[config.mk]
export PLATFORM = sky130hd
export DESIGN_NAME = cache_bank
export DESIGN_NICKNAME = d
export VERILOG_FILES = /design/src/design/dcache_geom_pkg.sv /design/src/design/dcache_xfer_pkg.sv /design/src/design/cache_bank.sv
export SDC_FILE = /design/constraint.sdc
export NUM_CORES = 2
export LEC_CHECK = 0
export ABC_AREA = 0
export BUFFER_PORTS_ARGS = -buffer_cell sky130_fd_sc_hd__buf_4
export CELL_PAD_IN_SITES_DETAIL_PLACEMENT = 0
export CELL_PAD_IN_SITES_GLOBAL_PLACEMENT = 1
export CORE_ASPECT_RATIO = 0.6
export CORE_MARGIN = 1.5
export CORE_UTILIZATION = 50
export CTS_CLUSTER_SIZE = 28
export DETAILED_ROUTE_END_ITERATION = 8
export GPL_ROUTABILITY_DRIVEN = 0
export PLACE_DENSITY_LB_ADDON = 0.05
export SYNTH_ARGS = -nofsm -noshare
export SYNTH_HDL_FRONTEND = slang
export SYNTH_SLANG_ARGS = --single-unit
[constraint.sdc]
create_clock -name clk -period 36.8 [get_ports clk]
set_input_delay 7.36 -clock clk [delete_from_list [all_inputs] [get_ports clk]]
set_output_delay 7.36 -clock clk [all_outputs]
set_load 0.1 [all_outputs]
[src/design/dcache_geom_pkg.sv]
// geometry of the four-bank data cache
// address split, sizes and the block mask shared by dispatch, banks
// and the miss controller; import with a wildcard where needed
package dcache_geom_pkg;

    localparam int NUM_THREADS    = 4;
    localparam int NUM_BANKS      = 4;
    localparam int LINES_PER_BANK = 16;

    localparam int WORD_W   = 32;
    localparam int TAG_W    = 24;
    localparam int INDEX_W  = 4;
    localparam int BANK_W   = 2;
    localparam int THREAD_W = 2;

    // a block is one word per bank, 16 bytes
    localparam logic [WORD_W-1:0] BLOCK_MASK = 32'hFFFF_FFF0;

    typedef logic [WORD_W-1:0] word_t;

    // byte address as seen by the cache
    typedef struct packed {
        logic [TAG_W-1:0]   tag;      // [31:8]
        logic [INDEX_W-1:0] index;    // [7:4]
        logic [BANK_W-1:0]  bank;     // [3:2]
        logic [1:0]         byte_off; // ignored, word access only
    } addr_fields_t;

endpackage

[src/design/dcache_xfer_pkg.sv]
// transfer records passed between the cache blocks
// thread masks, per-bank request and result, the latched miss
// and the miss FSM state encoding
package dcache_xfer_pkg;

    import dcache_geom_pkg::*;

    typedef logic [NUM_THREADS-1:0] thread_mask_t;

    // request picked for one bank this cycle
    typedef struct packed {
        logic                valid;
        logic [THREAD_W-1:0] thread;
        addr_fields_t        addr;
        word_t               wdata;
        logic                write;
    } bank_req_t;

    // lookup result of one bank
    typedef struct packed {
        logic             hit;
        word_t            rdata;
        logic             victim_dirty;
        logic [TAG_W-1:0] victim_tag;
    } bank_rsp_t;

    // miss waiting for memory, both addresses block aligned
    typedef struct packed {
        word_t miss_addr;
        word_t victim_addr;
        logic  writeback;
    } miss_info_t;

    typedef enum logic [1:0] {
        IDLE,
        SEND_MEM_REQ,
        RECV_MEM_RSP
    } mc_state_t;

endpackage

[src/design/cache_bank.sv]
// one bank of the direct-mapped cache, one word per line
// looks up its dispatched request while not held; while held it reads
// the line at the fill index so the whole victim block can be written
// back, and takes the new block word on the fill strobe
module cache_bank
    import dcache_geom_pkg::*;
    import dcache_xfer_pkg::*;
(
    input  logic               clk,
    input  logic               rst,
    input  bank_req_t          i_req,
    input  logic               i_hold,
    input  logic               i_fill,
    input  logic [INDEX_W-1:0] i_fill_index,
    input  logic [TAG_W-1:0]   i_fill_tag,
    input  word_t              i_fill_data,
    output bank_rsp_t          o_rsp,
    output word_t              o_victim_data
);

    logic [TAG_W-1:0] tag_mem   [LINES_PER_BANK];
    logic             valid_mem [LINES_PER_BANK];
    logic             dirty_mem [LINES_PER_BANK];
    word_t            data_mem  [LINES_PER_BANK];

    logic [INDEX_W-1:0] look_idx;
    logic               tag_match;
    logic               wr_hit;

    // miss controller owns the index while it holds the banks
    assign look_idx  = i_hold ? i_fill_index : i_req.addr.index;
    assign tag_match = valid_mem[look_idx] && (tag_mem[look_idx] == i_req.addr.tag);

    assign o_rsp.hit          = i_req.valid && !i_hold && tag_match;
    assign o_rsp.rdata        = data_mem[look_idx];
    assign o_rsp.victim_dirty = dirty_mem[look_idx];
    assign o_rsp.victim_tag   = tag_mem[look_idx];
    assign o_victim_data      = data_mem[look_idx];

    assign wr_hit = o_rsp.hit && i_req.write;

    always_ff @(posedge clk or posedge rst) begin
        if (rst) begin
            for (int i = 0; i < LINES_PER_BANK; i++) begin
                tag_mem[i]   <= '0;
                valid_mem[i] <= 1'b0;
                dirty_mem[i] <= 1'b0;
                data_mem[i]  <= '0;
            end
        end else if (i_fill) begin
            // new block arrives clean
            tag_mem[i_fill_index]   <= i_fill_tag;
            valid_mem[i_fill_index] <= 1'b1;
            dirty_mem[i_fill_index] <= 1'b0;
            data_mem[i_fill_index]  <= i_fill_data;
        end else if (wr_hit) begin
            data_mem[look_idx]  <= i_req.wdata;
            dirty_mem[look_idx] <= 1'b1; // written back on eviction
        end
    end

endmodule

# Word-level counts from Yosys, hierarchy flattened
# Index checks and enable logic that the tools add are counted.
# classes
order_cmp	4
mux	30
n_reduce_logical	8
eq_ne	1
bitwise_logic	6
# ops
operator	n
$bwmux W512	2
$mux W512	2
$bwmux W384	1
$demux W32 S4	2
$bmux W32 S4	1
$mux W32	4
$bmux W24 S4	1
$demux W24 S4	1
$mux W24	3
$mux W16	2
$or A16 B16 Y16	2
$eq A24 B24 Y1	1
$and A16 B16 Y16	1
$not A16 Y16	1
$ge A5 B5 Y1 const B	2
$lt A5 B1 Y1 const B	2
$not A4 Y5	2
$bmux W1 S4	2
$demux W1 S4	2
$logic_and A1 B1 Y1	6
$mux W1	6
$mux W4	1
$reduce_bool A2 Y1	1
$logic_not A1 Y1	1
# word_totals
output_inout_bits	90
register_bits	928
elab_cells	113
inputBits	132

# Depth between registers and ports, before layout
# logic_depth
word_depth	11
mapped_depth	17
ltp_nobuf	10

# Worst setup path before layout
# Ideal clock, no wire load.
# synth_timing
path_kind	input -> output
from	input port i_hold
to	output port o_rsp[57] (netlist bit)
required_time_ns	29.440
n_path_buf	3
arrival_ns	14.545
cell_stages	11
slack_ns	14.895
cell_sequence	buf_2 > mux2i_1 > buf_1 > clkbuf_1 > mux4_2 > nor2_1 > nor4_1 > xor2_1 > nor4_2 > nand4_1 > nor3_1
# synth_rtl
element	line	rtl
from (decl)	cache_bank.sv:12	input logic i_hold,
to (decl)	cache_bank.sv:17	output bank_rsp_t o_rsp,

==> metrics.csv <==
metric,value,unit
cp-start-kind,primary input,
drive_above_1_share,21.69,%
postLayoutCoreUtil,55.90,%
drt_iter0_markers,4519,
yosysSeqAreaShare,49.66,%
initial_utilization,50.71,%
die-width,397.8,um
synth-edff-count,0,
synth-async-reset-ratio,100.0,%
synth_nets,4268,
min_period_over_period,55.25,%
cts_buffers,91,
firstDrtPassIters,6,
ctsResizeCount,0,
root_buffer,clkbuf_16,
via_per_inst,7.074,
gr-usage-all-layers,36.78,%
clk_pin_slew,0.06,ns
final_cells,5328,
hp-start,valid_mem[11],
skew,0.03842,ns
synth_flop_cell,dfrtp_1,
critPathMaxFanout,47,
cts_tree,built,
antenna_found_initial,16,
cts_hold_buf,0,
yosys_warnings,0,
syn_to_final_growth,10.25,%
cts-htree-levels,3,
clkLatencyLatePin,0.71,ns
setup_viol,0,
final_nets,4148,
hold_depth,1,
drv_slew,0,
rows,86,
pwr_density_cell,59.20,nW/um2
fin_setup_tns,0,ns
hold_end,valid_mem[11],
dp_hpwl,95570,um
drtAntennaViolNets,0,
yosysUniqueCellTypes,54,
netlist_area,46760,um2
grt_max_degree,193,
slowest_stage,buf_4,
overflow,0,
fp.dieArea,95430,um2
routed_wl,176000,um
fin_crit,20.33,ns
grt_setup_unrepaired,no,
crit_required,29.44,ns
cts.sinks,928,
p_leak,24.90,nW
grt_pass1_wl,258700,um
cts.path.max_buffers,3,
r2r_cells,11,
max_cap_viol_count,0,
worst_hold_path_type,flip-flop to flip-flop,
crit_arrival,12.97,ns
p_total,3.052,mW
grt_pass1_vias,38190,
timing.rr.end,data_mem[183],
hold_viol,0,
cp_cell_sequence,buf_4 -> mux2i_4 -> buf_4 -> buf_4 -> buf_4 -> mux4_2 -> nor2_1 -> nor4_1 -> xnor2_1 -> nand4_1 -> nand4bb_1 -> nor3_1 -> buf_4,
synth-seq-cells,928,
status,completed,
rr_startpoint,tag_mem[142],
worstMarginPinSlew,1.416,ns
max_freq,49.19,MHz
via_count,37690,
reg2reg_setup_slack,31.34,ns
dieHeight,239.9,um
cp_slowest_stage_delay,0.88,ns
synth_area_per_cell,11.31,um2
io_buffers,215,
placedCellCount,5155,
routedWlPerCell,33.03,um
core,92220,um2
post-route-drc-count,0,
vdd_drop_max,0.03930,mV
synthCells,4136,
path_common_cell,buf_4,
critical_path_class,primary input to output pin,
ioPinCount,222,
post_cts_buffers,0,
slew_headroom,5.578,%
end_kind,output pin,
## worst max-delay path by stage
| stage | cells after the start | to | slack (ns) | startpoint |
|---|---|---|---|---|
| CTS | 13 | o_rsp[57] | 16.49 | i_hold |
| floorplan | 1 | data_mem[0] | 3.35 | rst |
| global placement | 13 | o_rsp[57] | 16.53 | i_hold |
| global route | 13 | o_rsp[57] | 16.10 | i_hold |
| finish | 13 | o_rsp[57] | 16.47 | i_hold |
| detailed placement | 13 | o_rsp[57] | 16.49 | i_hold |
## final cells by class
type | count | area [um2]
Clock buffer | 134 | 2681
Timing Repair Buffer | 308 | 2325
Sequential cell | 928 | 23220
Multi-Input combinational cell | 2685 | 21430
Fill cell | 7555 | 40660
Inverter | 2 | 15.01
Antenna cell | 7 | 17.52
Clock inverter | 32 | 320.3
Tap cell | 1232 | 1541
## cells by family (layout without fill, tap and decap cells)
kind of cell / after synthesis / in the layout / share of synthesized area (%)
simple gates: 1404 / 1404 / 14.60
flops: 928 / 928 / 49.66
compound gates: 897 / 897 / 17.01
buf+inv: 523 / 476 / 5.284
mux: 360 / 360 / 13.00
xor+xnor: 24 / 24 / 0.4495
other cells: 0 / 7 / 0
## flip-flops by register name, indices dropped and copies added (netlist names)
signal     cells
data_mem     512
tag_mem      384
dirty_mem     16
valid_mem     16
## power breakdown
| part | leakage (nW) | switching, mW | internal [mW] |
|---|---|---|---|
| logic | 11.8 | 0.436 | 0.300 |
| clock network | 1.49 | 0.424 | 0.541 |
| registers | 11.7 | 0.120 | 1.23 |
| total | 24.9 | 0.980 | 2.07 |
## metrics by stage
step,setup WS [ns],hold slack (ns),area [um2]
global route,16.10,0.4797,51550
CTS,16.49,0.4651,51540
global placement,16.53,0.4407,48530
finish,16.47,0.4700,51550
detailed placement,16.49,0.4499,48530
floorplan,3.345,0.4258,46760
## cell usage after synthesis, types with 4 or more instances
library cell | count | area, um2
o21ai_0 | 43 | 215.2
o22ai_1 | 24 | 150.1
a22oi_1 | 66 | 495.5
nand2_1 | 731 | 2744
xnor2_1 | 11 | 96.34
a22o_1 | 9 | 78.83
buf_4 | 36 | 270.3
nor2b_1 | 4 | 25.02
mux2_2 | 176 | 1982
or2_2 | 6 | 37.54
buf_6 | 40 | 450.4
a21o_1 | 193 | 1449
a41oi_1 | 42 | 367.9
nor2_1 | 86 | 322.8
dfrtp_1 | 928 | 23220
nand3_1 | 8 | 40.04
and3_1 | 382 | 2390
and4_1 | 4 | 35.03
o31a_4 | 12 | 210.2
buf_2 | 57 | 285.3
and2_1 | 95 | 594.3
nor3_2 | 13 | 130.1
a221o_1 | 471 | 4715
buf_1 | 56 | 210.2
nand2b_1 | 19 | 118.9
xor2_1 | 13 | 113.9
mux4_2 | 180 | 4054
o21a_1 | 32 | 240.2
nor3_1 | 11 | 55.05
nand4_1 | 4 | 25.02
clkbuf_1 | 331 | 1242
nor4_1 | 21 | 131.4
## layer usage
| metal | vias up | wire (um) | part of all wire (%) | global-route usage [%] |
|---|---|---|---|---|
| met2 | 2605 | 75300 | 43 | 52.37 |
| met3 | 474 | 22850 | 13 | 12.34 |
| met4 | 18 | 5923 | 3.4 | 13.81 |
| li1 | 15110 | - | - | - |
| met5 | - | 115 | 0.065 | 0 |
| met1 | 19480 | 71790 | 41 | 52.01 |
## placed cells by master, fill, tap and decap left out, types with 24 or more instances in the layout
cell type  Yosys  final
dfrtp_1      928    928
nand2_1      731    730
a221o_1      471    471
and3_1       382    381
buf_4         36    307
a21o_1       193    193
mux4_2       180    180
mux2_2       176    176
and2_1        95     95
clkbuf_16      0     93
a22oi_1       66     66
nor2_1        86     65
o21ai_0       43     43
a41oi_1       42     42
o21a_1        32     32
o22ai_1       24     24
## critical path, delay by kind of cell
kind / cells / cell delay [ns]
buffers and inverters: 5 / 3.00
and+or+nand+nor: 5 / 1.33
muxes: 2 / 0.63
xor gates and xnor gates: 1 / 0.49
No activity file was read; power rests on OpenSTA's default activity.
