<file path="src/design/dcache_geom_pkg.sv">
// geometry of the four-bank data cache
// address split, sizes and the block mask shared by dispatch, banks
// and the miss controller; import with a wildcard where needed
package dcache_geom_pkg;

    localparam int NUM_THREADS    = 4;
    localparam int NUM_BANKS      = 4;
    localparam int LINES_PER_BANK = 16;

    localparam int WORD_W   = 32;
    localparam int TAG_W    = 24;
    localparam int INDEX_W  = 4;
    localparam int BANK_W   = 2;
    localparam int THREAD_W = 2;

    // a block is one word per bank, 16 bytes
    localparam logic [WORD_W-1:0] BLOCK_MASK = 32'hFFFF_FFF0;

    typedef logic [WORD_W-1:0] word_t;

    // byte address as seen by the cache
    typedef struct packed {
        logic [TAG_W-1:0]   tag;      // [31:8]
        logic [INDEX_W-1:0] index;    // [7:4]
        logic [BANK_W-1:0]  bank;     // [3:2]
        logic [1:0]         byte_off; // ignored, word access only
    } addr_fields_t;

endpackage

</file>
<file path="src/design/dcache_xfer_pkg.sv">
// transfer records passed between the cache blocks
// thread masks, per-bank request and result, the latched miss
// and the miss FSM state encoding
package dcache_xfer_pkg;

    import dcache_geom_pkg::*;

    typedef logic [NUM_THREADS-1:0] thread_mask_t;

    // request picked for one bank this cycle
    typedef struct packed {
        logic                valid;
        logic [THREAD_W-1:0] thread;
        addr_fields_t        addr;
        word_t               wdata;
        logic                write;
    } bank_req_t;

    // lookup result of one bank
    typedef struct packed {
        logic             hit;
        word_t            rdata;
        logic             victim_dirty;
        logic [TAG_W-1:0] victim_tag;
    } bank_rsp_t;

    // miss waiting for memory, both addresses block aligned
    typedef struct packed {
        word_t miss_addr;
        word_t victim_addr;
        logic  writeback;
    } miss_info_t;

    typedef enum logic [1:0] {
        IDLE,
        SEND_MEM_REQ,
        RECV_MEM_RSP
    } mc_state_t;

endpackage

</file>
<file path="src/design/miss_controller.sv">
// miss handling for the bank array, one miss at a time
// latches the lowest missing bank's block, strobes memory once,
// waits for the ready pulse and fills all banks on that cycle
// hold stays high whenever the FSM is away from IDLE
module miss_controller
    import dcache_geom_pkg::*;
    import dcache_xfer_pkg::*;
(
    input  logic               clk,
    input  logic               rst,
    input  bank_req_t          i_bank_req [NUM_BANKS],
    input  bank_rsp_t          i_bank_rsp [NUM_BANKS],
    output logic               o_hold,
    output logic               o_fill,
    output logic [INDEX_W-1:0] o_fill_index,
    output logic [TAG_W-1:0]   o_fill_tag,
    output logic               o_m_valid,
    output logic               o_m_write,
    output word_t              o_m_evict_addr,
    output word_t              o_m_read_addr,
    input  logic               i_m_ready
);

    mc_state_t state_q;
    mc_state_t state_d;

    logic [NUM_BANKS-1:0] miss_vec;
    logic [NUM_BANKS-1:0] dirty_vec;
    miss_info_t           cand [NUM_BANKS];
    miss_info_t           miss_sel;
    logic                 miss_found;
    miss_info_t           miss_q;
    addr_fields_t         miss_f;

    for (genvar b = 0; b < NUM_BANKS; b++) begin : g_cand
        assign miss_vec[b]  = i_bank_req[b].valid && !i_bank_rsp[b].hit;
        assign dirty_vec[b] = i_bank_rsp[b].victim_dirty;

        assign cand[b].miss_addr   = word_t'(i_bank_req[b].addr) & BLOCK_MASK;
        assign cand[b].victim_addr = {i_bank_rsp[b].victim_tag, i_bank_req[b].addr.index,
                                      i_bank_req[b].addr.bank, i_bank_req[b].addr.byte_off}
                                     & BLOCK_MASK;
        assign cand[b].writeback   = i_bank_rsp[b].victim_dirty;
    end

    priority_select #(
        .N         (NUM_BANKS),
        .payload_t (miss_info_t)
    ) u_pick_miss (
        .i_valid   (miss_vec),
        .i_payload (cand),
        .o_found   (miss_found),
        .o_index   (),
        .o_onehot  (),
        .o_payload (miss_sel)
    );

    always_comb begin
        state_d = state_q;
        case (state_q)
            IDLE:         if (miss_found) state_d = SEND_MEM_REQ;
            SEND_MEM_REQ: state_d = RECV_MEM_RSP;
            RECV_MEM_RSP: if (i_m_ready) state_d = IDLE;
            default:      state_d = IDLE;
        endcase
    end

    always_ff @(posedge clk or posedge rst) begin
        if (rst) begin
            state_q <= IDLE;
        end else begin
            state_q <= state_d;
        end
    end

    // only captured from IDLE, later misses wait their turn
    always_ff @(posedge clk) begin
        if (state_q == IDLE && miss_found) begin
            miss_q <= miss_sel;
        end
    end

    assign miss_f       = miss_q.miss_addr;
    assign o_fill_index = miss_f.index;
    assign o_fill_tag   = miss_f.tag;

    assign o_hold    = (state_q != IDLE);
    assign o_fill    = (state_q == RECV_MEM_RSP) && i_m_ready;
    assign o_m_valid = (state_q == SEND_MEM_REQ);
    // banks read the victim index while held, so any dirty word counts
    assign o_m_write = (state_q == SEND_MEM_REQ) && (miss_q.writeback || (|dirty_vec));

    assign o_m_evict_addr = miss_q.victim_addr;
    assign o_m_read_addr  = miss_q.miss_addr;

endmodule

</file>
<file path="src/design/priority_select.sv">
// lowest-index selector over N candidates
// returns whether any candidate is valid, its index, a one-hot mask
// and its payload; payload is zero when nothing is valid
module priority_select #(
    parameter int  N         = 4,
    parameter type payload_t = logic
) (
    input  logic [N-1:0]         i_valid,
    input  payload_t             i_payload [N],
    output logic                 o_found,
    output logic [$clog2(N)-1:0] o_index,
    output logic [N-1:0]         o_onehot,
    output payload_t             o_payload
);

    always_comb begin
        o_found   = 1'b0;
        o_index   = '0;
        o_onehot  = '0;
        o_payload = '0;
        // scan downward so the lowest valid entry is the last one taken
        for (int i = N - 1; i >= 0; i--) begin
            if (i_valid[i]) begin
                o_found     = 1'b1;
                o_index     = i[$clog2(N)-1:0];
                o_onehot    = '0;
                o_onehot[i] = 1'b1;
                o_payload   = i_payload[i];
            end
        end
    end

endmodule

</file>
<file path="config.mk">
export PLATFORM = sky130hd
export DESIGN_NAME = miss_controller
export DESIGN_NICKNAME = d
export VERILOG_FILES = /design/src/design/dcache_geom_pkg.sv /design/src/design/dcache_xfer_pkg.sv /design/src/design/miss_controller.sv /design/src/design/priority_select.sv
export SDC_FILE = /design/constraint.sdc
export NUM_CORES = 1
export LEC_CHECK = 0
export BUFFER_PORTS_ARGS = -buffer_cell sky130_fd_sc_hd__buf_2
export CAP_MARGIN = 20
export CORE_AREA = 2 2 232 234
export CTS_BUF_LIST = sky130_fd_sc_hd__clkbuf_4
export DETAILED_ROUTE_END_ITERATION = 8
export DIE_AREA = 0 0 234 236
export GPL_TIMING_DRIVEN = 1
export PLACE_DENSITY_LB_ADDON = 0.12
export RECOVER_POWER = 25
export SYNTH_ARGS = -nofsm -noshare
export SYNTH_HDL_FRONTEND = slang
export SYNTH_SLANG_ARGS = --single-unit
export TNS_END_PERCENT = 50
</file>
<file path="constraint.sdc">
create_clock -name clk -period 10.2 [get_ports clk]
set_input_delay 0.51 -clock clk [delete_from_list [all_inputs] [get_ports clk]]
set_output_delay 0.51 -clock clk [all_outputs]
set_load 0.02 [all_outputs]
</file>
# Word level (Yosys, flattened, before mapping)
# Index checks and enable logic that the tools add are counted.
# word_totals
elab_cells	38
input_bits	507
reg_bits	67
# classes
n_reduce_logical	17
eq_ne	4
mux	11
# ops
op	count
2-to-1 mux 65 bit	4
logical AND 1 bit	7
one-hot mux 2 bit (3 select lines)	1
logical NOT 1 bit	4
2-to-1 mux 1 bit	4
2-to-1 mux 2 bit	2
!= test 2 bit, second input constant	2
OR reduction 4 bit	1
OR reduction 3 bit	1
equality test 2 x 1 -> 1 bit, second input constant	1
equality test 2 bit, second input constant	1
logical NOT 2 bit	1
AND reduction 2 bit	1
nonzero test 2 bit	1
logical OR 1 bit	1

# Depth between registers and ports, before layout
# depth
ltp_word	8
ltp_mapped	6
depth_no_buf	3

# Hierarchy
# From an unflattened synthesis, not the netlist that was laid out.
# hier_totals
hier_cells	422
area_unflattened_um2	4282.9
# by_module_without_submodules
module	cells_per_inst	area_each_um2	n_inst	seq_area_each_um2
miss_controller	178	2787.7	1	2001.9
priority_select	244	1495.2	1	0.0

# Worst setup path before layout
# No wires, ideal clock.
# synth_timing
kind	in2reg
start	input port i_bank_rsp[115] (netlist bit)
end	register miss_q[0] (netlist bit), enable pin
setup_slack_ns	5.712
stages	5
arrival_time_ns	3.992
cell_sequence	buf_4 > nand2b_4 > buf_6 > buf_6 > a31oi_1
# synth_via
elab_chain_cells	6
# synth_lines
element	line_no	source
from (decl)	miss_controller.sv:12	input bank_rsp_t i_bank_rsp [NUM_BANKS],
logical NOT 1 bit	miss_controller.sv:36	assign miss_vec[b] = i_bank_req[b].valid && !i_bank_rsp[b].hit;
logical AND 1 bit	miss_controller.sv:36	
2-to-1 mux 1 bit (3 in series)	priority_select.sv:23	if (i_valid[i]) begin
logical AND 1 bit	miss_controller.sv:78	if (state_q == IDLE && miss_found) begin
to (signal assigned)	miss_controller.sv:79	miss_q <= miss_sel;
to (decl)	miss_controller.sv:32	miss_info_t miss_q;
# Every way passes these cells.
# A chain may end at the register's enable or synchronous reset.

# Worst setup path in the final report
# layout_timing
start	input port i_bank_req[67] (netlist bit)
end	register miss_q (netlist bit o_m_evict_addr[21]), enable pin
# layout_via
elab_chain_cells	6
# layout_lines
element	line_no	source
from (decl)	miss_controller.sv:11	input bank_req_t i_bank_req [NUM_BANKS],
logical AND 1 bit	miss_controller.sv:36	
2-to-1 mux 1 bit (4 in series)	priority_select.sv:23	
logical AND 1 bit	miss_controller.sv:78	
# Every way passes these cells.

==> impl_metrics.env <==
export IMPL_grtUsageMet1=0.114
export IMPL_worst_clock_skew_ns=0.0187
export IMPL_critical_path_arrival_ns=4.96
export IMPL_vias_in_the_first_global_route=4654
export IMPL_post_route_worst_setup_slack_ns=5.39
export IMPL_fraction_of_layout_cells_with_a_size_suffix_above_1=0.543
export IMPL_detailed_route_drc_error_count=0
export IMPL_io_pin_count=603
export IMPL_antenna_violating_nets_post_route=0
export IMPL_power_leakage_nw=2.30
export IMPL_drt_pass1_iterations=4
export IMPL_met3_usage=0.0326
export IMPL_clockRootBuffer="sky130_fd_sc_hd__clkbuf_4"
export IMPL_drt_wirelength_per_cell_um=18.9
export IMPL_critPathMaxFanout=54
export IMPL_synth_edf_count=53
export IMPL_report_final_hold_viol_count=0
export IMPL_postSynthRegisterBits=55
export IMPL_layer_carrying_the_most_global_route_usage="met2"
export IMPL_chipHeight_um=236
export IMPL_gp_congestion=0.668
export IMPL_ys_flop_type="sky130_fd_sc_hd__edfxtp_1"
export IMPL_max_slew_worst_pin_slew_ns=3.48
export IMPL_max_cap_check_violation_count=1
export IMPL_floorplan_die_area_mm2=0.0552
export IMPL_worst_path_buf_inv=3
export IMPL_grt_setup_unrepaired="false"
export IMPL_worst_slack_after_detailed_placement_ns=6.81
export IMPL_cts_root_to_sink_buffers=2
export IMPL_power_per_standard_cell_area_mw_per_mm2=155
export IMPL_cts_repair_timing_setup_buffer_count=0
export IMPL_drt_iter0_markers=141
export IMPL_pin_count_of_the_biggest_net_entering_global_routing=55
export IMPL_antenna_violations_before_repair=6
export IMPL_final_min_clock_period_ns=4.81
export IMPL_utilization=0.122
export IMPL_effective_utilization_at_floorplan=0.0908
export IMPL_cells_along_the_critical_path="buf_2 -> clkbuf_1 -> nand2b_1 -> a31oi_4 -> buf_4"
export IMPL_worst_endpoint_required_ns=10.35
export IMPL_timing_worst_setup_path_type="in -> reg"
export IMPL_slew_limit_headroom=-1.32
export IMPL_flow_area_growth_from_synthesis_pct=34.9
export IMPL_floorplan_core_area_mm2=0.0531
export IMPL_failing_checks="max-capacitance violations, max-slew violations"
export IMPL_global_route_usage_total=0.0890
export IMPL_worst_hold_slack_ns=0.222
export IMPL_synth_lib_cells_used_distinct=23
export IMPL_global_route_usage_met2=0.140
export IMPL_postSynthAreaPerCell_um2=11.2
export IMPL_globalRouteOverflowTotal=0
export IMPL_clkSlewWorstSetupHoldPaths_ns=0.20
export IMPL_run_status="complete, but fails checks"
export IMPL_route_detailed_vias_per_inst=3.32
export IMPL_critical_path_top_delay_family="buffers and inverters"
export IMPL_stdcell_count=1325
export IMPL_fp_row_count=85
export IMPL_clock_sink_count=55
export IMPL_hold_class="in -> reg"
export IMPL_detailedPlacementHpwl_um=17800
export IMPL_fin_crit_sh=0.472
export IMPL_worst_path_max_delay_cell="sky130_fd_sc_hd__clkbuf_1"
export IMPL_finalMaxSlewViolations=55
export IMPL_global_route_wire_length_before_repair_um=34700
export IMPL_synth_yosys_warnings=0
export IMPL_report_final_setup_viol=0
export IMPL_placed_cells_incl_taps=1315
export IMPL_max_freq_mhz=208
export IMPL_end_kind="flip-flop"
export IMPL_setup_tns_final_ns=0
export IMPL_ys_seq_area_frac=0.341
export IMPL_tritoncts="done"
export IMPL_asyncSetResetFlopFracSynth=0.0364
export IMPL_numCtsBuffers=5
export IMPL_num_vias=4401
export IMPL_routed_wl_um=25100
export IMPL_portBuffers=310
export IMPL_die_w_um=234
export IMPL_clkLatencyLatePin_ns=0.49
export IMPL_worst_path_largest_cell_delay_ns=2.43
export IMPL_start_kind="input pin"
export IMPL_design_final_nets=1134
export IMPL_post_synth_inst_count=431
export IMPL_netlist_area_mm2=0.00482
export IMPL_max_vdd_ir_drop_uv=60.9
export IMPL_clock_tree_htree_level_count=2
[cell usage after synthesis, types with 2 or more instances]
library cell,n,area share
sky130_fd_sc_hd__edfxtp_1,53,0.33
sky130_fd_sc_hd__nor2b_1,3,0.0039
sky130_fd_sc_hd__nor2_1,3,0.0023
sky130_fd_sc_hd__buf_4,93,0.14
sky130_fd_sc_hd__clkbuf_2,4,0.0042
sky130_fd_sc_hd__a2111oi_2,48,0.15
sky130_fd_sc_hd__buf_2,27,0.028
sky130_fd_sc_hd__nand2b_1,3,0.0039
sky130_fd_sc_hd__nor3b_1,53,0.083
sky130_fd_sc_hd__a221o_1,53,0.11
sky130_fd_sc_hd__buf_6,6,0.014
sky130_fd_sc_hd__dfrtp_1,2,0.010
sky130_fd_sc_hd__inv_1,3,0.0023
sky130_fd_sc_hd__a2111oi_0,5,0.0091
sky130_fd_sc_hd__clkbuf_1,14,0.011
sky130_fd_sc_hd__a31oi_1,2,0.0026
sky130_fd_sc_hd__nand3b_1,53,0.083
[worst paths after layout]
check / startpoint / end / slack, ns / cells past startpoint
min in group asynchronous: rst / state_q[0] / 0.41 / 3
min: i_m_ready / state_q[1] / 0.22 / 2
max reg2reg: state_q[1] / o_m_evict_addr[21] / 7.79 / 3
max: i_bank_req[67] / o_m_evict_addr[21] / 5.39 / 5
max in group asynchronous: rst / state_q[1] / 9.68 / 3
min reg2reg: state_q[0] / state_q[1] / 0.61 / 2
[timing repair]
action                    4_1_cts  5_1_grt
hold endpoints to repair        2        0
hold buffers                    1        0
gates resized for setup         0        0
[placed cells by master (no fill, tap or decap)]
cell,n
sky130_fd_sc_hd__buf_2,265
sky130_fd_sc_hd__nand3b_1,53
sky130_fd_sc_hd__nor3b_1,53
sky130_fd_sc_hd__a221o_1,53
sky130_fd_sc_hd__edfxtp_1,53
sky130_fd_sc_hd__a2111oi_2,48
sky130_fd_sc_hd__clkbuf_1,46
sky130_fd_sc_hd__buf_4,14
sky130_fd_sc_hd__conb_1,8
sky130_fd_sc_hd__a2111oi_0,5
sky130_fd_sc_hd__clkbuf_4,5
sky130_fd_sc_hd__nand2b_1,3
sky130_fd_sc_hd__inv_1,3
sky130_fd_sc_hd__nor2b_4,3
sky130_fd_sc_hd__nor2_1,3
sky130_fd_sc_hd__bufinv_16,2
sky130_fd_sc_hd__dfrtp_1,2
sky130_fd_sc_hd__diode_2,1
sky130_fd_sc_hd__o21ai_0,1
sky130_fd_sc_hd__nand2b_4,1
sky130_fd_sc_hd__or2_2,1
sky130_fd_sc_hd__a31oi_1,1
sky130_fd_sc_hd__nor3_1,1
sky130_fd_sc_hd__a21oi_1,1
sky130_fd_sc_hd__a31oi_4,1
sky130_fd_sc_hd__clkinvlp_4,1
sky130_fd_sc_hd__dlygate4sd3_1,1
[stage by stage]
stage	area, um^2	power, mW
floorplan	4840	0.772
global placement	6440	0.871
detailed placement	6440	0.869
CTS	6560	1.06
global route	6500	1.08
finish	6500	1.01
[logic make-up after synthesis]
family,share of synthesized area
AND/OR/NAND/NOR,0.181
other,0.000778
AO/OA/AOI/OAI,0.274
buffers and inverters,0.204
flip-flops,0.341
[sequential cells by signal (all words and copies together), names as in the netlist]
name            flops
miss_q              1
state_q             2
o_m_read_addr      28
o_m_evict_addr     24
[report_power, final]
part	internal, mW	switching, mW
logic	0.138	0.319
clock network	0.0758	0.0980
registers	0.342	0.0323
total	0.556	0.450
[per-layer routing]
metal / vias to the layer above / wire length [um]
met3: 16 / 2310
met5: - / 48
met2: 229 / 11200
li1: 2031 / -
met4: 8 / 245
met1: 2117 / 11300
[area by class of cell]
cell class / instances / area, um^2
Antenna cell: 1 / 2.50
Clock buffer: 5 / 37.5
Clock inverter: 3 / 67.6
Fill cell: 6097 / 46600
Inverter: 3 / 11.3
Multi-Input combinational cell: 236 / 2250
Sequential cell: 55 / 1640
Tap cell: 696 / 871
Timing Repair Buffer: 326 / 1610
(Power assumes the default switching activity.)
