<file path="src/design/dcache_geom_pkg.sv">
// geometry of the four-bank data cache
// address split, sizes and the block mask shared by dispatch, banks
// and the miss controller; import with a wildcard where needed
package dcache_geom_pkg;

    localparam int NUM_THREADS    = 4;
    localparam int NUM_BANKS      = 4;
    localparam int LINES_PER_BANK = 16;

    localparam int WORD_W   = 32;
    localparam int TAG_W    = 24;
    localparam int INDEX_W  = 4;
    localparam int BANK_W   = 2;
    localparam int THREAD_W = 2;

    // a block is one word per bank, 16 bytes
    localparam logic [WORD_W-1:0] BLOCK_MASK = 32'hFFFF_FFF0;

    typedef logic [WORD_W-1:0] word_t;

    // byte address as seen by the cache
    typedef struct packed {
        logic [TAG_W-1:0]   tag;      // [31:8]
        logic [INDEX_W-1:0] index;    // [7:4]
        logic [BANK_W-1:0]  bank;     // [3:2]
        logic [1:0]         byte_off; // ignored, word access only
    } addr_fields_t;

endpackage

</file>
<file path="src/design/dcache_xfer_pkg.sv">
// transfer records passed between the cache blocks
// thread masks, per-bank request and result, the latched miss
// and the miss FSM state encoding
package dcache_xfer_pkg;

    import dcache_geom_pkg::*;

    typedef logic [NUM_THREADS-1:0] thread_mask_t;

    // request picked for one bank this cycle
    typedef struct packed {
        logic                valid;
        logic [THREAD_W-1:0] thread;
        addr_fields_t        addr;
        word_t               wdata;
        logic                write;
    } bank_req_t;

    // lookup result of one bank
    typedef struct packed {
        logic             hit;
        word_t            rdata;
        logic             victim_dirty;
        logic [TAG_W-1:0] victim_tag;
    } bank_rsp_t;

    // miss waiting for memory, both addresses block aligned
    typedef struct packed {
        word_t miss_addr;
        word_t victim_addr;
        logic  writeback;
    } miss_info_t;

    typedef enum logic [1:0] {
        IDLE,
        SEND_MEM_REQ,
        RECV_MEM_RSP
    } mc_state_t;

endpackage

</file>
<file path="src/design/priority_select.sv">
// lowest-index selector over N candidates
// returns whether any candidate is valid, its index, a one-hot mask
// and its payload; payload is zero when nothing is valid
module priority_select #(
    parameter int  N         = 4,
    parameter type payload_t = logic
) (
    input  logic [N-1:0]         i_valid,
    input  payload_t             i_payload [N],
    output logic                 o_found,
    output logic [$clog2(N)-1:0] o_index,
    output logic [N-1:0]         o_onehot,
    output payload_t             o_payload
);

    always_comb begin
        o_found   = 1'b0;
        o_index   = '0;
        o_onehot  = '0;
        o_payload = '0;
        // scan downward so the lowest valid entry is the last one taken
        for (int i = N - 1; i >= 0; i--) begin
            if (i_valid[i]) begin
                o_found     = 1'b1;
                o_index     = i[$clog2(N)-1:0];
                o_onehot    = '0;
                o_onehot[i] = 1'b1;
                o_payload   = i_payload[i];
            end
        end
    end

endmodule

</file>
<file path="src/design/thread_bank_dispatch.sv">
// thread to bank dispatch
// every active thread bids for the bank its address selects, and each
// bank takes the lowest-numbered bidder; losers wait for a later cycle
module thread_bank_dispatch
    import dcache_geom_pkg::*;
    import dcache_xfer_pkg::*;
(
    input  thread_mask_t i_active,
    input  word_t        i_addr [NUM_THREADS],
    input  word_t        i_wdata [NUM_THREADS],
    input  logic         i_write,
    output bank_req_t    o_bank_req [NUM_BANKS]
);

    bank_req_t    cand [NUM_THREADS];    // one candidate per thread
    thread_mask_t bank_match [NUM_BANKS];

    // candidate request of each thread
    for (genvar t = 0; t < NUM_THREADS; t++) begin : g_cand
        addr_fields_t fields;

        assign fields = i_addr[t];

        assign cand[t].valid  = i_active[t];
        assign cand[t].thread = THREAD_W'(t);
        assign cand[t].addr   = fields;
        assign cand[t].wdata  = i_wdata[t];
        assign cand[t].write  = i_write; // whole batch reads or writes
    end

    for (genvar b = 0; b < NUM_BANKS; b++) begin : g_bank
        // active threads whose bank field points here
        always_comb begin
            bank_match[b] = '0;
            for (int t = 0; t < NUM_THREADS; t++) begin
                if (i_active[t] && cand[t].addr.bank == BANK_W'(b)) begin
                    bank_match[b][t] = 1'b1;
                end
            end
        end

        // payload comes back zeroed, so valid drops when no thread matched
        priority_select #(
            .N         (NUM_THREADS),
            .payload_t (bank_req_t)
        ) u_pick_thread (
            .i_valid   (bank_match[b]),
            .i_payload (cand),
            .o_found   (),
            .o_index   (),
            .o_onehot  (),
            .o_payload (o_bank_req[b])
        );
    end

endmodule

</file>
<file path="config.mk">
export PLATFORM = sky130hd
export DESIGN_NAME = thread_bank_dispatch
export DESIGN_NICKNAME = d
export VERILOG_FILES = /design/src/design/dcache_geom_pkg.sv /design/src/design/dcache_xfer_pkg.sv /design/src/design/priority_select.sv /design/src/design/thread_bank_dispatch.sv
export SDC_FILE = /design/constraint.sdc
export NUM_CORES = 1
export LEC_CHECK = 0
export BUFFER_PORTS_ARGS = -buffer_cell sky130_fd_sc_hd__buf_2
export CAP_MARGIN = 10
export CORE_AREA = 3 3 206 208
export DETAILED_ROUTE_END_ITERATION = 10
export DIE_AREA = 0 0 209 211
export PLACE_DENSITY = 0.49
export SLEW_MARGIN = 5
export SYNTH_ARGS = -nofsm -noshare
export SYNTH_HDL_FRONTEND = slang
export SYNTH_SLANG_ARGS = --single-unit
</file>
<file path="constraint.sdc">
create_clock -name vclk -period 2.2
set_clock_uncertainty 0.15 [all_clocks]
set_input_delay 0.44 -clock vclk [all_inputs]
set_output_delay 0.44 -clock vclk [all_outputs]
set_load 0.05 [all_outputs]
</file>
Word level (Yosys, flattened, before mapping)
Index checks and enable logic that the tools add are counted.
{"block": "totals", "word_cells": 64, "output_inout_bits": 272, "ff_bits": 0, "in_bits": 261}
{"block": "classes", "eq_ne": 12, "n_reduce_logical": 20, "muxes": 32}
{"cell": "two-way mux 68 bit", "n": 16}
{"cell": "== test 2 bit, second input constant", "n": 8}
{"cell": "logical AND 1 bit", "n": 16}
{"cell": "two-way mux 1 bit", "n": 16}
{"cell": "== test 2 x 1 -> 1 bit, second input constant", "n": 4}
{"cell": "zero test 2 bit", "n": 4}

Logic depth before layout (Yosys ltp)
Gate-level depths: netlist of the first run.
{"block": "logic_depth", "depth_word": 7, "ltp_mapped": 6, "ltp_nobuf": 3}

Cells and area by module
Synthesis of the first run repeated with hierarchy kept, for this count alone.
{"block": "unflattened", "hier_cells": 1038, "area_unflattened_um2": 6718.9}
{"mod": "priority_select", "seq_area_each_um2": 0.0, "instances": 4, "cells_per_inst": 255, "area_each_um2": 1640.3}
{"mod": "thread_bank_dispatch", "seq_area_each_um2": 0.0, "instances": 1, "cells_per_inst": 18, "area_each_um2": 157.7}

Worst setup path before layout of the first run
OpenSTA, ideal clock, no wires.
{"block": "synth_timing", "path_kind": "input to output", "from": "input port i_addr[35] in the netlist's numbering", "to": "output port o_bank_req[20] in the netlist's numbering", "slack_ns": -0.823, "path_buffers": 3, "arrival_time_ns": 2.433, "path_stages": 6, "path_cell_list": "buf_2 > clkbuf_1 > clkbuf_1 > and4_1 > a311oi_1 > o21ai_0"}
{"element": "from (decl)", "line": "thread_bank_dispatch.sv:9", "source": "input word_t i_addr [NUM_THREADS],"}
{"element": "to (decl)", "line": "thread_bank_dispatch.sv:12", "source": "output bank_req_t o_bank_req [NUM_BANKS]"}

==> results of run 1 <==
-- cell families after synthesis --
kind of cell / after synthesis / share of synthesized area (%)
and+or+nand+nor: 479 / 36.2
buffers and inverters: 254 / 11.1
AOI/OAI and AO/OA: 752 / 52.7
other: 1 / 0.0399
-- cell type report --
cell class / count / area share (%)
Multi-Input combinational cell: 1235 / 61.8
Timing Repair Buffer: 853 / 35.3
Tap cell: 532 / 2.87
Antenna cell: 5 / 0.0539
-- critical path, delay by kind of cell --
kind | cells | cell delay, ns
AOI/OAI and AO/OA | 2 | 0.40
buffers and inverters | 3 | 0.59
and+or+nand+nor | 1 | 0.47
-- what timing repair did --
action                                  CTS  global route
pin swaps                                55            63
hold buffers                              0             0
gates cloned                             22            12
endpoints found under the setup margin  262           266
buffers inserted                         29            22
gates resized for setup                 443           248
-- power by group through the flow --
stage | Clock (uW) | Combinational, uW | Sequential (uW)
after detailed placement | 0 | 5640 | 0
after CTS | 0 | 6370 | 0
after global routing | 0.000122 | 6990 | 0
after floorplan | 0 | 3730 | 0
after global placement | 0 | 5620 | 0
final | 0.000304 | 6770 | 0
-- stage by stage --
step,cell area [um^2],instances,hold WS (ns)
floorplan,13800,1489,0.919
global placement,18800,2549,1.14
detailed placement,18800,2549,1.15
CTS,21700,2597,1.13
global route,23200,2622,1.15
finish,23200,2625,1.13
-- placed cells by master, fill, tap and decap left out, drive strengths merged --
cell type	count
a211oi	4
a21oi	4
a311oi	248
and2	4
and3	3
and3b	5
and4	62
and4b	124
buf	830
bufbuf	3
clkbuf	20
conb	4
diode	5
nand2	187
nand3	4
nand3b	8
nand4	8
nor2	5
nor3b	3
nor4bb	62
o21ai	434
o2bb2ai	62
or3b	4
-- final timing paths --
kind                          from               to  slack (ns)
worst max-delay path    i_addr[34]  o_bank_req[260]       -0.32
worst min-delay path  i_wdata[104]   o_bank_req[77]        1.13
-- per-layer routing --
layer / GRT usage [%] / vias to the layer above
li1: - / 7371
met1: 42.9 / 8530
met2: 55.5 / 936
met3: 4.17 / 215
met4: 10.4 / 10
met5: 0 / -
==> out/qor.log, run 1 <==
[outcome] run status finished, violations left
[outcome] violations in the final reports negative setup slack
[power_and_ir_drop] post-layout total power 6770 uW
[power_and_ir_drop] Gate power share 100.0%
[route] Final ANT Viol Nets 0
[layout] count of clock buffers in the final design 0
[logic_synthesis] list of most frequent post-synthesis cells 369 x sky130_fd_sc_hd__o21ai_0, 246 x sky130_fd_sc_hd__a311oi_1, 200 x sky130_fd_sc_hd__clkbuf_1, 187 x sky130_fd_sc_hd__nand2_1, 124 x sky130_fd_sc_hd__and4b_1
[power_and_ir_drop] P_leak 0.00918 uW
[job] count of max-cap constraint violations 0
[worst_setup_path] required time at the endpoint of the critical path 1.61 ns
[route] DR DRC count 0
[global_routing] maximum number of pins on one net before global-route repair 51
[floorplan] std cell rows 74
[worst_hold_path] hold crit path type input pin to output pin
[worst_setup_path] maximum fanout count along the critical path 28
[route] top layer reached by signal wires met5
[power_and_ir_drop] Seq pwr share 0%
[power_and_ir_drop] part of the total power dissipated in the clock network 0%
[layout] register area 0 um^2
[route] Vias/cell 6.50
[worst_setup_path] arrival time worst endpoint 1.93 ns
[route] detailed router's first-iteration violation count 1507
[floorplan] core footprint 40700 um^2
[power_and_ir_drop] worst vdd rail ir drop 0.289 mV
[worst_hold_path] Worst Hold Depth 4
[worst_setup_path] slowest stage delay, CP 0.47 ns
[floorplan] initial core utilization 23.1%
[global_routing] final global-route overflow total 0
[logic_synthesis] library cell with the highest instance count after synthesis sky130_fd_sc_hd__o21ai_0
[placement] dpl hpwl 52.9 mm
[global_routing] wire length of the first global-routing pass 113 mm
[placement] total of buffers placed on input and output ports 529
[logic_synthesis] share of the yosys chip area belonging to registers 0%
[power_and_ir_drop] power density normalized to cell area 292 nW/um^2
[layout] sequential cell count of the final layout 0
[layout] post-layout util 56.9%
[placement] pre-CTS setup slack -0.519 ns
[global_routing] global-route usage over all layers 32.6%
[route] total via count in the routed design 17100
[timing] highest attainable clock frequency 397 MHz
[worst_setup_path] crit-path cells clkbuf_16, or3b_4, buf_12, a311oi_4, o21ai_4, buf_2
[worst_setup_path] Critical Path End Type output pin
[floorplan] die span in y 211 um
[timing] setup TNS -55.37 ns
[logic_synthesis] leading cell types by total area after synthesis sky130_fd_sc_hd__a311oi_1 23%, sky130_fd_sc_hd__o21ai_0 20%, sky130_fd_sc_hd__and4b_1 13%
[timing] number of endpoints with negative hold slack in the final report 0
[logic_synthesis] summed instance area of the synthesized netlist 9400 um^2
[logic_synthesis] dominant cell type by area after synthesis sky130_fd_sc_hd__a311oi_1
[worst_setup_path] critical path type input pin to output pin
[timing] fin worst setup slack -0.322 ns
[floorplan] full die area 44100 um^2
[worst_setup_path] Critical Path Source Type input pin
[timing] unrepaired setup endpoints after global routing yes
[logic_synthesis] Synth top area share 22.9%
[route] detailed-router iteration count before antenna repair 6
[route] wire length on met3 5.62 mm
[logic_synthesis] Distinct cells, synth 27
[layout] layout overhead on the synthesized area 147%
[logic_synthesis] Syn. warnings 0
[timing] fin crit period 2.52 ns
[worst_setup_path] CP max stage cell sky130_fd_sc_hd__or3b_4
[logic_synthesis] average footprint of a synthesized cell 6.33 um^2
[floorplan] boundary pin count 533
[layout] total area of multi-input combinational cells 14300 um^2
[global_routing] number of global-route vias before repair 17200
[layout] layout cell share with drive strength beyond 1 67.9%
[placement] weighted congestion at the end of routability-driven global placement 0.915
[power_and_ir_drop] share of total power consumed by net switching 61.9%
[route] met1 wire length 32.3 mm
[timing] final count of pins violating max slew 0
[floorplan] die extent in x 209 um
[layout] filler cell count 3583
[power_and_ir_drop] Switch Pwr 4190 uW
[global_routing] initial antenna violation count 8
[logic_synthesis] cell count after synthesis 1486
[route] Routed met2 length 37.9 mm
[timing] Tcrit/Tclk final 115%
[timing] Setup Viol. Count Final 265
[route] average routed wire per standard cell 30.0 um
[route] sum of routed wire length over all layers 78.9 mm
[layout] final-stage net count 2351
[power_and_ir_drop] internal power of the cells 2580 uW
No activity file was read; power rests on OpenSTA's default activity.
==> run 2, diff against run 1 <==
--- a/config.mk
+++ b/config.mk
@@ -7,10 +7,13 @@
 export LEC_CHECK = 0
 export BUFFER_PORTS_ARGS = -buffer_cell sky130_fd_sc_hd__buf_2
 export CAP_MARGIN = 10
+export CELL_PAD_IN_SITES_DETAIL_PLACEMENT = 0
+export CELL_PAD_IN_SITES_GLOBAL_PLACEMENT = 1
 export CORE_AREA = 3 3 206 208
 export DETAILED_ROUTE_END_ITERATION = 10
 export DIE_AREA = 0 0 209 211
-export PLACE_DENSITY = 0.49
+export PLACE_DENSITY = 0.68
+export REMOVE_ABC_BUFFERS = 1
 export SLEW_MARGIN = 5
 export SYNTH_ARGS = -nofsm -noshare
 export SYNTH_HDL_FRONTEND = slang
==> constraint.sdc (replaced) <==
create_clock -name vclk -period 2.34
set_clock_uncertainty 0.15 [all_clocks]
set_input_delay 0.468 -clock vclk [all_inputs]
set_output_delay 0.468 -clock vclk [all_outputs]
set_load 0.05 [all_outputs]
==> run 2 against run 1 <==
- the run still ends with negative setup slack left
- final area down 14%
- sequential cell count unchanged
- wire length up 3.5%
- final cell count down 0.11%
- non-clock buffer count down 2
- critical path depth unchanged
- power down 15%
- sequential share of layout area unchanged
- critical path type unchanged
- largest power group unchanged
- highest routed layer unchanged
==> out/qor.log, run 2 (synthesis gave the netlist of run 1 again) <==
[worst_setup_path] crit path from i_addr[35]
[worst_setup_path] arrival time worst endpoint 1.95 ns
[floorplan] full die area 44100 um^2
[worst_setup_path] required time at the endpoint of the critical path 1.72 ns
[placement] total of buffers placed on input and output ports 529
[timing] unrepaired setup endpoints after global routing yes
[job] count of max-cap constraint violations 0
[timing] final worst hold slack 1.17 ns
[placement] dpl hpwl 48.3 mm
[floorplan] initial core utilization 23.1%
[worst_setup_path] Critical Path Source Type input pin
[placement] total placed cells including tap cells 2521
[global_routing] initial antenna violation count 6
[floorplan] die extent in x 209 um
[layout] sequential cell count of the final layout 0
[layout] most common cell after layout, fill and taps aside sky130_fd_sc_hd__buf_2
[global_routing] final global-route overflow total 0
[power_and_ir_drop] worst vdd rail ir drop 0.206 mV
[worst_setup_path] Critical Path End Type output pin
[worst_hold_path] Worst Hold Depth 4
[worst_hold_path] launch instance of the worst min-delay path i_addr[119]
[route] total via count in the routed design 17700
[timing] fin worst setup slack -0.224 ns
[power_and_ir_drop] post-layout total power 5750 uW
[global_routing] wire length of the first global-routing pass 103 mm
[power_and_ir_drop] power density normalized to cell area 288 nW/um^2
[worst_setup_path] critical path type input pin to output pin
[route] Final ANT Viol Nets 0
[layout] final std cells w/o fill 2622
[layout] final-stage net count 2349
[worst_hold_path] endpoint with the worst hold slack o_bank_req[56]
[timing] highest attainable clock frequency 390 MHz
[route] average routed wire per standard cell 31.1 um
[route] detailed router's first-iteration violation count 2329
[route] Vias/cell 6.76
[layout] highest-count cells in the layout ignoring fill and taps 267 x sky130_fd_sc_hd__buf_2, 255 x sky130_fd_sc_hd__buf_4, 226 x sky130_fd_sc_hd__o21ai_0
[outcome] violations in the final reports negative setup slack
[route] detailed-router iteration count before antenna repair 6
[route] DR DRC count 0
[timing] final count of pins violating max slew 0
[global_routing] global-route usage over all layers 29.7%
[placement] weighted congestion at the end of routability-driven global placement 0.925
[layout] filler cell count 3871
[floorplan] std cell rows 74
[worst_setup_path] maximum fanout count along the critical path 34
[timing] Tcrit/Tclk final 110%
[timing] Setup Viol. Count Final 230
[layout] layout overhead on the synthesized area 112%
[worst_hold_path] hold crit path type input pin to output pin
[layout] register area 0 um^2
[floorplan] boundary pin count 533
[layout] layout cell share with drive strength beyond 1 58.0%
[timing] fin crit period 2.56 ns
[floorplan] die span in y 211 um
[power_and_ir_drop] P_leak 0.00821 uW
[route] sum of routed wire length over all layers 81.6 mm
[floorplan] core footprint 40700 um^2
[global_routing] number of global-route vias before repair 16300
[global_routing] maximum number of pins on one net before global-route repair 89
[layout] count of clock buffers in the final design 0
[outcome] run status finished, violations left
[timing] number of endpoints with negative hold slack in the final report 0
[run 2: cell types whose count changed in the layout (fill, tap and decap cells not counted), sizes merged]
cell / previous run / this run
diode: 5 / 4
clkbuf: 20 / 22
bufbuf: 3 / 8
buf: 830 / 821
[run 2: area by class of cell]
| class | count | area, um^2 | share of cell area, % |
|---|---|---|---|
| multi-input cells | 1235 | 10800 | 54.2 |
| repair buffers | 851 | 8460 | 42.4 |
| well taps | 532 | 666 | 3.33 |
| diodes | 4 | 10.0 | 0.0501 |
[run 2: what timing repair did]
action,in CTS,in global routing
pin swaps,61,198
hold buffers,0,0
resized for setup,385,768
gates cloned,20,28
setup endpoints to repair,260,262
buffers inserted,7,45
[run 2: metal layers]
layer,vias to the layer above,wire (um),global-route usage (%)
met5,-,55,0
met4,8,4780,11.5
met3,364,10300,6.46
met2,1624,36100,49.4
met1,8372,30400,37.5
li1,7362,-,-
[run 2: power by group]
group	internal [uW]	leakage (uW)	switching, uW
registers	0	0	0
logic	2140	0.00821	3610
clock network	0.000179	0.0000000277	0
total	2140	0.00821	3610
[run 2: worst max-delay path, cell delays in order]
cell and delay [ns]:
sky130_fd_sc_hd__buf_16 0.13, sky130_fd_sc_hd__or3b_4 0.44, sky130_fd_sc_hd__buf_12 0.20, sky130_fd_sc_hd__a311oi_2 0.28, sky130_fd_sc_hd__o21ai_1 0.15, sky130_fd_sc_hd__buf_4 0.21
[run 2: how the worst max path moves through the flow]
stage	to	slack [ns]	depth (start not counted)
after floorplan	o_bank_req[205]	-3.78	3
after global placement	o_bank_req[122]	-0.31	7
after detailed placement	o_bank_req[116]	-0.35	7
after CTS	o_bank_req[229]	-0.17	6
after global routing	o_bank_req[73]	-0.23	7
final	o_bank_req[221]	-0.22	6
[run 2: per-stage QoR]
step	util (%)	area [um^2]	TNS, ns	worst slack, ns
6_report	49.0	20000	-20.53	-0.224
5_1_grt	49.0	20000	-26.16	-0.234
4_1_cts	40.1	16400	-25.55	-0.174
3_5_place_dp	35.1	14300	-42.21	-0.351
3_3_place_gp	35.1	14300	-39.71	-0.310
2_1_floorplan	-	8370	-488.69	-3.78
==> run 3, diff against run 2 <==
--- a/config.mk
+++ b/config.mk
@@ -14,7 +14,9 @@
 export DIE_AREA = 0 0 209 211
 export PLACE_DENSITY = 0.68
 export REMOVE_ABC_BUFFERS = 1
+export SETUP_SLACK_MARGIN = 0.02
 export SLEW_MARGIN = 5
 export SYNTH_ARGS = -nofsm -noshare
 export SYNTH_HDL_FRONTEND = slang
 export SYNTH_SLANG_ARGS = --single-unit
+export TNS_END_PERCENT = 30
==> run 3 against run 2 <==
- largest power group unchanged
- critical endpoint unchanged
- final cell count decreased by 1.6%
- first-iteration DRC count decreased by 4.4%
- largest cell class unchanged
- wire length decreased by 5.1%
- the run still ends with negative setup slack left
- final area decreased by 10%
==> out/qor.log, run 3 (synthesis gave the netlist of run 1 again) <==
[outcome] run status finished, violations left
[outcome] violations in the final reports negative setup slack
[worst_setup_path] slowest stage delay, CP 0.43 ns
[layout] count of clock buffers in the final design 0
[power_and_ir_drop] power density normalized to cell area 293 nW/um^2
[worst_setup_path] arrival time worst endpoint 1.93 ns
[placement] dpl hpwl 48.3 mm
[route] detailed-router iteration count before antenna repair 8
[worst_setup_path] maximum fanout count along the critical path 34
[route] Final ANT Viol Nets 0
[layout] highest-count cells in the layout ignoring fill and taps 341 x sky130_fd_sc_hd__buf_2, 299 x sky130_fd_sc_hd__o21ai_0, 249 x sky130_fd_sc_hd__buf_4
[timing] Tcrit/Tclk final 109%
[worst_setup_path] count of buffering cells on the critical path with inverters included 3
[timing] number of endpoints with negative hold slack in the final report 0
[route] detailed router's first-iteration violation count 2227
[layout] final std cells w/o fill 2580
[placement] total of buffers placed on input and output ports 529
[layout] most common cell after layout, fill and taps aside sky130_fd_sc_hd__buf_2
[power_and_ir_drop] worst vdd rail ir drop 0.196 mV
[floorplan] core footprint 40700 um^2
[layout] layout overhead on the synthesized area 90.2%
[timing] setup TNS -26.51 ns
[floorplan] std cell rows 74
[timing] fin worst setup slack -0.212 ns
[timing] Setup Viol. Count Final 247
[timing] highest attainable clock frequency 392 MHz
[layout] layout cell share with drive strength beyond 1 50.5%
[worst_setup_path] Critical Path End Type output pin
[worst_setup_path] critical path type input pin to output pin
[placement] total placed cells including tap cells 2521
[worst_setup_path] crit-path cells clkbuf_16, or3b_4, buf_12, a311oi_2, o21ai_1, buf_4
[placement] weighted congestion at the end of routability-driven global placement 0.925
[global_routing] maximum number of pins on one net before global-route repair 89
[floorplan] boundary pin count 533
[route] sum of routed wire length over all layers 77.5 mm
[clock_tree] number of buffers inserted by hold repair at cts 0
[job] count of max-cap constraint violations 0
[worst_setup_path] CP max stage cell sky130_fd_sc_hd__or3b_4
[floorplan] die span in y 211 um
[floorplan] full die area 44100 um^2
[route] total via count in the routed design 17300
[worst_hold_path] hold crit path type input pin to output pin
[worst_setup_path] kind of cell adding the most delay to the critical path buffers and inverters
[global_routing] initial antenna violation count 5
[layout] sequential cell count of the final layout 0
[worst_setup_path] Critical Path Source Type input pin
[global_routing] wire length of the first global-routing pass 105 mm
[global_routing] number of global-route vias before repair 16300
[power_and_ir_drop] P_leak 0.00754 uW
[route] Vias/cell 6.70
[route] average routed wire per standard cell 30.0 um
[worst_setup_path] required time at the endpoint of the critical path 1.72 ns
[global_routing] global-route usage over all layers 30.3%
[floorplan] initial core utilization 23.1%
[route] DR DRC count 0
[layout] final-stage net count 2307
[layout] register area 0 um^2
[floorplan] die extent in x 209 um
[global_routing] final global-route overflow total 0
[timing] unrepaired setup endpoints after global routing yes
[timing] final count of pins violating max slew 0
[timing] fin crit period 2.55 ns
==> run 3: final timing paths <==
path	from	depth (start not counted)	endpoint	slack, ns
max	i_addr[35]	6	o_bank_req[221]	-0.21
min	i_addr[119]	4	o_bank_req[56]	1.18
==> run 3: through the flow <==
step / power (uW) / hold slack [ns] / area, um^2 / setup slack, ns / utilization (%)
after floorplan: 2450 / 1.07 / 8370 / -3.78 / -
after global placement: 4210 / 1.21 / 14300 / -0.310 / 35.1
after detailed placement: 4240 / 1.21 / 14300 / -0.351 / 35.1
after CTS: 4840 / 1.18 / 16500 / -0.174 / 40.6
after global routing: 5400 / 1.20 / 17900 / -0.218 / 43.9
final: 5240 / 1.18 / 17900 / -0.212 / 43.9
==> run 3: layout make-up <==
type                       instances  area, um^2
tap                              532         666
timing repair buffer             809        7390
fill                            4098       22900
multi-input combinational       1235        9820
antenna                            4        10.0
==> run 3: metal layers <==
layer / routed length [um] / part of all wire [%] / global-route usage, %
met5: 13 / 0.017 / 0
met4: 4430 / 5.7 / 13.0
met3: 9000 / 12 / 7.05
met2: 34900 / 45 / 49.7
met1: 29100 / 38 / 38.3
==> run 3: report_power, final <==
| group | switching [uW] | internal (uW) | total, uW |
|---|---|---|---|
| clock network | 0 | 0.000178 | 0.000178 |
| registers | 0 | 0 | 0 |
| logic | 3400 | 1840 | 5240 |
| total | 3400 | 1840 | 5240 |
==> run 3: repair_timing <==
item | CTS | global route
cloned | 25 | 13
endpoints found under the setup margin | 262 | 263
setup buffers | 9 | 8
pin swaps | 73 | 46
gates resized for setup | 393 | 266
